[src/rename_pkg.sv]
/*
 * Register rename shared types
 * Register index widths and the micro-op structs passed in and out of the stage
 */
`default_nettype none

package rename_pkg;

  localparam int AREG_BITS = 5;
  localparam int PREG_BITS = 6;
  localparam int NUM_PREGS = 64;

  // Width of the checkpoint index carried with a renamed micro-op (CP_DEPTH of 4)
  localparam int CP_IDX_BITS = 2;

  typedef logic [AREG_BITS-1:0] areg_t;
  typedef logic [PREG_BITS-1:0] preg_t;

  // rd of zero means no destination, whatever rd_valid says
  typedef struct packed {
    logic  valid;
    areg_t rs1;
    areg_t rs2;
    areg_t rd;
    logic  rd_valid;
    logic  is_branch;
  } arch_uop_t;

  typedef struct packed {
    logic                   valid;
    preg_t                  prs1;
    preg_t                  prs2;
    preg_t                  prd;
    preg_t                  prev_prd;
    logic                   prev_valid;
    logic                   is_branch;
    logic [CP_IDX_BITS-1:0] cp_idx;
  } renamed_uop_t;

  typedef struct packed {
    logic  valid;
    preg_t prev_prd;
    logic  prev_valid;
    logic  is_branch;
  } retire_t;

endpackage

`default_nettype wire

[src/map_table.sv]
/*
 * Map table
 * Speculative architectural to physical map with lane-ordered reads,
 * one snapshot per checkpoint and restore on misprediction
 */
`timescale 1ns/100ps
`default_nettype none

module map_table import rename_pkg::*; #(
  parameter int RENAME_WIDTH = 2,
  parameter int CP_DEPTH     = 4
) (
  input  logic                                 clock,
  input  logic                                 reset,
  input  logic  [RENAME_WIDTH-1:0]             rd_write,
  input  areg_t [RENAME_WIDTH-1:0]             rd_index,
  input  preg_t [RENAME_WIDTH-1:0]             rd_preg,
  input  areg_t [RENAME_WIDTH-1:0]             rs1,
  input  areg_t [RENAME_WIDTH-1:0]             rs2,
  input  logic                                 save,
  input  logic  [$clog2(CP_DEPTH)-1:0]         save_idx,
  input  logic                                 restore,
  input  logic  [$clog2(CP_DEPTH)-1:0]         restore_idx,
  output preg_t [RENAME_WIDTH-1:0]             prs1,
  output preg_t [RENAME_WIDTH-1:0]             prs2,
  output preg_t [RENAME_WIDTH-1:0]             prev_prd
);

  localparam int NUM_AREGS = 2**AREG_BITS;

  preg_t map_q    [NUM_AREGS];
  preg_t map_next [NUM_AREGS];
  preg_t snap_q   [CP_DEPTH][NUM_AREGS];

  // Walk the lanes in order so a later lane sees writes of earlier lanes;
  // map_next ends up as the map after the whole bundle
  always_comb begin
    map_next = map_q;
    for (int i = 0; i < RENAME_WIDTH; i++) begin
      prs1[i]     = map_next[rs1[i]];
      prs2[i]     = map_next[rs2[i]];
      prev_prd[i] = map_next[rd_index[i]];
      if (rd_write[i]) begin
        map_next[rd_index[i]] = rd_preg[i];
      end
    end
  end

  // Identity map out of reset, restore wins over the bundle's writes
  always_ff @(posedge clock) begin
    if (reset) begin
      for (int r = 0; r < NUM_AREGS; r++) begin
        map_q[r] <= preg_t'(r);
      end
    end else if (restore) begin
      map_q <= snap_q[restore_idx];
    end else begin
      map_q <= map_next;
    end
  end

  // Snapshot holds the state after the branch bundle
  always_ff @(posedge clock) begin
    if (save) begin
      snap_q[save_idx] <= map_next;
    end
  end

endmodule

`default_nettype wire

[src/free_list.sv]
/*
 * Free list
 * Circular queue of free physical registers, popped in lane order at the head
 * and refilled at the tail on retire, with a saved head per checkpoint
 */
`timescale 1ns/100ps
`default_nettype none

module free_list import rename_pkg::*; #(
  parameter int RENAME_WIDTH = 2,
  parameter int CP_DEPTH     = 4
) (
  input  logic                         clock,
  input  logic                         reset,
  input  logic  [RENAME_WIDTH-1:0]     pop,
  input  logic  [RENAME_WIDTH-1:0]     push,
  input  preg_t [RENAME_WIDTH-1:0]     push_preg,
  input  logic                         save,
  input  logic  [$clog2(CP_DEPTH)-1:0] save_idx,
  input  logic                         restore,
  input  logic  [$clog2(CP_DEPTH)-1:0] restore_idx,
  output preg_t [RENAME_WIDTH-1:0]     pop_preg,
  output logic  [PREG_BITS-1:0]        free_count
);

  // Registers above the architectural range start out free
  localparam int FIRST_FREE = 2**AREG_BITS;

  // Occupancy stays below NUM_PREGS since the live map always holds
  // FIRST_FREE registers, so plain wrapping pointers are enough
  typedef logic [PREG_BITS-1:0] ptr_t;

  preg_t fifo_q       [NUM_PREGS];
  ptr_t  saved_head_q [CP_DEPTH];
  ptr_t  push_ptr     [RENAME_WIDTH];
  ptr_t  head_q;
  ptr_t  tail_q;
  ptr_t  head_after_pop;
  ptr_t  tail_after_push;

  always_comb begin
    head_after_pop = head_q;
    for (int i = 0; i < RENAME_WIDTH; i++) begin
      pop_preg[i] = fifo_q[head_after_pop];
      if (pop[i]) begin
        head_after_pop = head_after_pop + 1'b1;
      end
    end
  end

  always_comb begin
    tail_after_push = tail_q;
    for (int i = 0; i < RENAME_WIDTH; i++) begin
      push_ptr[i] = tail_after_push;
      if (push[i]) begin
        tail_after_push = tail_after_push + 1'b1;
      end
    end
  end

  // Entries left once this cycle's pops are taken
  assign free_count = tail_q - head_after_pop;

  always_ff @(posedge clock) begin
    if (reset) begin
      head_q <= '0;
      tail_q <= ptr_t'(NUM_PREGS - FIRST_FREE);
    end else begin
      // Rewound entries are still in the buffer ahead of the tail
      head_q <= restore ? saved_head_q[restore_idx] : head_after_pop;
      tail_q <= tail_after_push;
    end
  end

  always_ff @(posedge clock) begin
    if (reset) begin
      for (int i = 0; i < NUM_PREGS - FIRST_FREE; i++) begin
        fifo_q[i] <= preg_t'(FIRST_FREE + i);
      end
    end else begin
      for (int i = 0; i < RENAME_WIDTH; i++) begin
        if (push[i]) begin
          fifo_q[push_ptr[i]] <= push_preg[i];
        end
      end
    end
  end

  always_ff @(posedge clock) begin
    if (save) begin
      saved_head_q[save_idx] <= head_after_pop;
    end
  end

endmodule

`default_nettype wire

[src/checkpoint_ring.sv]
/*
 * Checkpoint ring
 * Tracks the live branch checkpoints as a head index and a count,
 * taken at rename, released at retire and trimmed on recover
 */
`timescale 1ns/100ps
`default_nettype none

module checkpoint_ring #(
  parameter int RENAME_WIDTH = 2,
  parameter int CP_DEPTH     = 4
) (
  input  logic                         clock,
  input  logic                         reset,
  input  logic                         take,
  input  logic  [RENAME_WIDTH-1:0]     release_req,
  input  logic                         recover,
  input  logic  [$clog2(CP_DEPTH)-1:0] recover_cp,
  output logic  [$clog2(CP_DEPTH)-1:0] take_idx,
  output logic                         full
);

  localparam int CP_BITS = $clog2(CP_DEPTH);

  logic [CP_BITS-1:0] head_q;
  logic [CP_BITS-1:0] distance;
  logic [CP_BITS:0]   count_q;
  logic [CP_BITS:0]   count_base;
  logic [CP_BITS:0]   count_after_take;
  logic [CP_BITS:0]   num_release;

  assign take_idx         = head_q + count_q[CP_BITS-1:0];
  assign count_after_take = count_q + (CP_BITS + 1)'(take);

  // Counts a take still in progress, so a new bundle is not let in
  // on the last free slot
  assign full = count_after_take >= (CP_BITS + 1)'(CP_DEPTH);

  // Modular distance handles a recover point that wrapped past the end
  assign distance = recover_cp - head_q;

  always_comb begin
    num_release = '0;
    for (int i = 0; i < RENAME_WIDTH; i++) begin
      if (release_req[i]) begin
        num_release = num_release + 1'b1;
      end
    end
    // Recovered checkpoint stays live, younger ones are dropped
    count_base = recover ? {1'b0, distance} + 1'b1 : count_after_take;
  end

  always_ff @(posedge clock) begin
    if (reset) begin
      head_q  <= '0;
      count_q <= '0;
    end else begin
      head_q  <= head_q + num_release[CP_BITS-1:0];
      count_q <= count_base - num_release;
    end
  end

endmodule

`default_nettype wire

[src/rename_stage.sv]
/*
 * Rename stage
 * Latches a bundle, renames it against the map and free list in the next
 * cycle, takes a checkpoint for a branch bundle and registers the result
 */
`timescale 1ns/100ps
`default_nettype none

module rename_stage import rename_pkg::*; #(
  parameter int RENAME_WIDTH = 2,
  parameter int CP_DEPTH     = 4
) (
  input  logic                                clock,
  input  logic                                reset,
  input  logic                                in_valid,
  input  arch_uop_t    [RENAME_WIDTH-1:0]     in_uops,
  output logic                                ready,
  output logic                                out_valid,
  output renamed_uop_t [RENAME_WIDTH-1:0]     out_uops,
  input  retire_t      [RENAME_WIDTH-1:0]     retire,
  input  logic                                recover,
  input  logic         [$clog2(CP_DEPTH)-1:0] recover_cp
);

  localparam int CP_BITS = $clog2(CP_DEPTH);

  arch_uop_t    [RENAME_WIDTH-1:0] bundle_q;
  renamed_uop_t [RENAME_WIDTH-1:0] renamed;
  areg_t        [RENAME_WIDTH-1:0] rs1;
  areg_t        [RENAME_WIDTH-1:0] rs2;
  areg_t        [RENAME_WIDTH-1:0] rd;
  preg_t        [RENAME_WIDTH-1:0] prs1;
  preg_t        [RENAME_WIDTH-1:0] prs2;
  preg_t        [RENAME_WIDTH-1:0] prev_prd;
  preg_t        [RENAME_WIDTH-1:0] pop_preg;
  preg_t        [RENAME_WIDTH-1:0] push_preg;
  logic         [RENAME_WIDTH-1:0] do_rename;
  logic         [RENAME_WIDTH-1:0] push;
  logic         [RENAME_WIDTH-1:0] release_req;
  logic         [CP_BITS-1:0]      take_idx;
  logic         [PREG_BITS-1:0]    free_count;
  logic                            bundle_valid_q;
  logic                            go;
  logic                            has_branch;
  logic                            take;
  logic                            cp_full;

  // A recover squashes the latched bundle
  assign go    = bundle_valid_q & ~recover;
  assign take  = go & has_branch;
  assign ready = (free_count >= PREG_BITS'(RENAME_WIDTH)) & ~cp_full;

  always_comb begin
    has_branch = 1'b0;
    for (int i = 0; i < RENAME_WIDTH; i++) begin
      rs1[i]         = bundle_q[i].rs1;
      rs2[i]         = bundle_q[i].rs2;
      rd[i]          = bundle_q[i].rd;
      do_rename[i]   = go & bundle_q[i].valid & bundle_q[i].rd_valid & (bundle_q[i].rd != '0);
      push[i]        = retire[i].valid & retire[i].prev_valid;
      push_preg[i]   = retire[i].prev_prd;
      release_req[i] = retire[i].valid & retire[i].is_branch;
      // Last valid lane decides whether this is a branch bundle
      if (bundle_q[i].valid) begin
        has_branch = bundle_q[i].is_branch;
      end
    end
  end

  always_comb begin
    for (int i = 0; i < RENAME_WIDTH; i++) begin
      renamed[i] = '0;
      if (bundle_q[i].valid) begin
        renamed[i].valid     = 1'b1;
        renamed[i].prs1      = prs1[i];
        renamed[i].prs2      = prs2[i];
        renamed[i].is_branch = bundle_q[i].is_branch;
        renamed[i].cp_idx    = has_branch ? CP_IDX_BITS'(take_idx) : '0;
        if (do_rename[i]) begin
          renamed[i].prd        = pop_preg[i];
          renamed[i].prev_prd   = prev_prd[i];
          renamed[i].prev_valid = 1'b1;
        end
      end
    end
  end

  map_table #(.RENAME_WIDTH(RENAME_WIDTH), .CP_DEPTH(CP_DEPTH)) u_map_table (
    .clock, .reset,
    .rd_write    (do_rename),
    .rd_index    (rd),
    .rd_preg     (pop_preg),
    .rs1, .rs2,
    .save        (take),
    .save_idx    (take_idx),
    .restore     (recover),
    .restore_idx (recover_cp),
    .prs1, .prs2, .prev_prd
  );

  free_list #(.RENAME_WIDTH(RENAME_WIDTH), .CP_DEPTH(CP_DEPTH)) u_free_list (
    .clock, .reset,
    .pop         (do_rename),
    .push, .push_preg,
    .save        (take),
    .save_idx    (take_idx),
    .restore     (recover),
    .restore_idx (recover_cp),
    .pop_preg, .free_count
  );

  checkpoint_ring #(.RENAME_WIDTH(RENAME_WIDTH), .CP_DEPTH(CP_DEPTH)) u_checkpoint_ring (
    .clock, .reset, .take, .release_req, .recover, .recover_cp, .take_idx,
    .full (cp_full)
  );

  always_ff @(posedge clock) begin
    if (reset) begin
      bundle_valid_q <= 1'b0;
      out_valid      <= 1'b0;
    end else begin
      bundle_valid_q <= in_valid & ready & ~recover;
      out_valid      <= go;
    end
  end

  always_ff @(posedge clock) begin
    if (in_valid & ready) begin
      bundle_q <= in_uops;
    end
    if (go) begin
      out_uops <= renamed;
    end
  end

endmodule

`default_nettype wire

[src/rename_top.sv]
/*
 * Rename top level
 * Register-rename stage of the integer core with its outside ports
 */
`timescale 1ns/100ps
`default_nettype none

module rename_top import rename_pkg::*; #(
  parameter int RENAME_WIDTH = 2,
  parameter int CP_DEPTH     = 4
) (
  input  logic                                clock,
  input  logic                                reset,

  // Bundle in
  input  logic                                in_valid,
  input  arch_uop_t    [RENAME_WIDTH-1:0]     in_uops,
  output logic                                ready,

  // Renamed bundle out, one cycle after acceptance
  output logic                                out_valid,
  output renamed_uop_t [RENAME_WIDTH-1:0]     out_uops,

  // Retire and misprediction recovery
  input  retire_t      [RENAME_WIDTH-1:0]     retire,
  input  logic                                recover,
  input  logic         [$clog2(CP_DEPTH)-1:0] recover_cp
);

  rename_stage #(
    .RENAME_WIDTH (RENAME_WIDTH),
    .CP_DEPTH     (CP_DEPTH)
  ) u_rename_stage (
    .clock      (clock),
    .reset      (reset),
    .in_valid   (in_valid),
    .in_uops    (in_uops),
    .ready      (ready),
    .out_valid  (out_valid),
    .out_uops   (out_uops),
    .retire     (retire),
    .recover    (recover),
    .recover_cp (recover_cp)
  );

endmodule

`default_nettype wire

[config.mk]
export PLATFORM = sky130hd
export DESIGN_NAME = rename_top
export DESIGN_NICKNAME = d
export VERILOG_FILES = /design/src/rename_pkg.sv /design/src/map_table.sv /design/src/free_list.sv /design/src/checkpoint_ring.sv /design/src/rename_stage.sv /design/src/rename_top.sv
export SDC_FILE = /design/constraint.sdc
export NUM_CORES = 2
export LEC_CHECK = 0
export BUFFER_PORTS_ARGS = -buffer_cell sky130_fd_sc_hd__buf_2
export CELL_PAD_IN_SITES_DETAIL_PLACEMENT = 2
export CELL_PAD_IN_SITES_GLOBAL_PLACEMENT = 2
export CORE_MARGIN = 3
export CORE_UTILIZATION = 46
export DETAILED_ROUTE_END_ITERATION = 8
export GPL_ROUTABILITY_DRIVEN = 1
export GPL_TIMING_DRIVEN = 1
export PLACE_DENSITY_LB_ADDON = 0.1
export REMOVE_ABC_BUFFERS = 1
export SYNTH_ARGS = -nofsm -noshare
export SYNTH_HDL_FRONTEND = slang
export SYNTH_HIERARCHICAL = 1
export SYNTH_SLANG_ARGS = --single-unit
[constraint.sdc]
create_clock -name clock -period 25.7 [get_ports clock]
set_clock_uncertainty 0.2 [all_clocks]
set_input_delay 2.57 -clock clock [delete_from_list [all_inputs] [get_ports clock]]
set_output_delay 2.57 -clock clock [all_outputs]
set_load 0.005 [all_outputs]
==> metrics.md <==
| Metric | Value |
|---|---|
| Util after Layout | 51.3% |
| Antenna violations before repair | 43 |
| Gr usage total | 42.6% |
| Mapped Cells | a little over 6000 |
| Die area | 179000 sq um |
| First-pass detailed-route iteration total | 6 |
| CP max FO | 43 |
| DR WL/cell | 44.9 um |
| Core area | about 170000 sq um |
| CTS tree | yes |
| Vias post-DR | 63300 |
| Number of global-route vias before repair | between 60000 and 70000 |
| PwrDens | 72.1 nW/um^2 |
| Fin. max-slew vios | 2 |
| Avg Cell Area, Syn | 12.9 sq um |
| Total power | 6.38 mW |
| Die Ht | 423 um |
| Hold Violations, Final | 0 |
| Worst slew margin relative to its limit | -3.99% |
| Crit Path Class | in -> out |
| Gr ovfl total | 0 |
| Site row count | 152 |
| Final GP Congestion | 1.03 |
| Worst hold slack | 0.445 ns |
| Worst Tran Pin Value | roughly 1.5 ns |
| Skew-Pair Late Insertion Delay | between 0.8 and 0.9 ns |
| Root Driver | clkbuf_16 |
| R2R Setup Slk | 16.71 ns |
| CP Capture Type | output pin |
| RSZ-0062 raised after global routing | false |
| Min-delay src | u_rename_stage/bundle_q[0]$_DFFE_PP_ |
| # hold bufs at CTS | 0 |
| Crit path time final | 11.37 ns |
| Initial detailed-routing violation count | around 8000 |
| R2R Path Start | u_rename_stage/u_free_list/head_q[0]$_SDFF_PP0_ |
| Htree depth | 4 |
| Number of I/O pins | 120 |
| Post_cts resized | 0 |
| Worst EP arrival | ~8.6 ns |
| Post-DP HPWL | 261000 um |
| Period utilisation layout | around 44% |
| MaxCap Viol Count | 1 |
| Reg2reg path depth | 19 |
| Post-Synthesis Cell Area | 80100 sq um |
| Worst setup margin | approximately 14 ns |
| Total negative setup slack | 0 ns |
| Final setup viols | 0 |
| Largest net degree at the start of global routing | between 100 and 150 |
| First-pass GRT wire length | 538000 um |
| DRC errors left | 0 |
| Min-Delay Path Class | reg -> reg |
| Result of the run | complete, but fails checks |
| Worst Hold Path Cells | 1 |
| Routed wire length | 387000 um |
| CTS Sinks | 1481 |
| CP required | about 23 ns |
| P&R area growth vs syn | 10.4% |
| Post-CTS Setup Bufs | 0 |
| Fmax | slightly below 0.09 GHz |
| Clk pin slew, worst setup/hold paths | 0.06 ns |
| Placed inst area | 83100 sq um |
| Final Cell Area | 88400 sq um |
| Fin cells | 8623 |
| Leak | 30.1 nW |
| Port bufs | 119 |
| Die width | around 420 um |
| Layout cells sized above 1 | 20.2% |
| Dpl ws | 14.52 ns |
| Peak VDD IR | roughly 0.066 mV |
| Num CTS Buffers | 162 |
| Initial Util | 46.5% |
| Cells after DPL | 8297 |
| Vias per cell | 7.34 |
| ANT nets after route | 0 |
| Startpoint types | input port |
| Hold-critical path endpoint | u_rename_stage/out_uops[2]$_SDFFCE_PN0N_ |
| RR Endpoint | u_rename_stage/out_uops[51]$_SDFFCE_PN0N_ |
| Clock buffer depth | 3 |
| # nets final | around 6200 |
| Failing checks | max-capacitance violations, max-slew violations |
| Synth Warn # | 6 |
## per-layer routing
metal | wire, um | global-route usage, %
met4 | 40200 | 36.1
met1 | 134000 | 49.2
met3 | 32300 | 9.29
met2 | 180000 | 67.6
met5 | 148 | 0.0269
## worst max-delay path by stage
stage / cells after the start / to / slack [ns] / from
finish: 17 / ready / 14.33 / recover
global placement: 19 / ready / 14.82 / recover
floorplan: 3 / u_rename_stage/u_map_table/snap_q[0][0]$_DFFE_PP_ / 4.93 / recover
global route: 17 / ready / 14.17 / recover
detailed placement: 17 / ready / 14.52 / recover
CTS: 17 / ready / 14.48 / recover
## worst max-delay path, cell delays in order
cell and delay [ns]:
buf_8 0.17, nand4b_4 0.38, a21oi_4 0.22, buf_4 0.45, buf_4 0.60, nand2_1 0.68, o221a_2 0.58, nor2_1 0.18
xnor2_1 0.49, ha_1 0.45, inv_1 0.09, o21bai_1 0.08, a21oi_1 0.20, xnor3_1 0.27, nor4_1 0.72, a21oi_1 0.19
buf_2 0.17
## where the power goes
part / total (mW) / switching (mW) / internal [mW] / leakage [nW]
Combinational: 1.25 / 0.884 / 0.369 / 14.2
Sequential: 2.76 / 0.0784 / 2.68 / 13.3
Clock: 2.37 / 1.06 / 1.32 / 2.60
## sequential cells by signal (all words and copies together) (netlist names)
signal and cells:
u_rename_stage/u_free_list/fifo_q 384, u_rename_stage/out_valid 1, u_rename_stage/u_map_table/map_q 192, u_rename_stage/u_free_list/head_q 6, u_rename_stage/u_checkpoint_ring/head_q 2, u_rename_stage/u_free_list/tail_q 6, u_rename_stage/u_checkpoint_ring/count_q 3, u_rename_stage/u_free_list/saved_head_q 24
u_rename_stage/bundle_valid_q 1, u_rename_stage/out_uops 58, u_rename_stage/u_map_table/snap_q 768, u_rename_stage/bundle_q 36
## final cells by class
type,instances,area [sq um]
Multi-Input combinational cell,4106,35300
Tap cell,2310,2890
Clock inverter,81,916
Clock buffer,223,4420
Inverter,76,293
Timing Repair Buffer,324,2230
Sequential cell,1481,42400
Fill cell,16300,83900
Antenna cell,22,55.1
## layout by cell type (no fill, tap or decap), types with 33 or more instances in the layout
cell type,instances
a211o_1,82
a211oi_1,37
a21oi_1,369
a22oi_1,97
a31oi_1,39
and2_1,126
buf_2,115
buf_4,201
clkbuf_1,47
clkbuf_16,162
dfxtp_1,209
edfxtp_1,1270
inv_1,57
mux2_2,82
mux2i_1,655
mux4_2,468
nand2_1,437
nand3_1,78
nor2_1,527
nor3_1,90
o211ai_1,33
o21ai_0,104
o221ai_1,48
o22a_1,37
o22ai_1,142
or3_1,36
(Power assumes the default switching activity.)
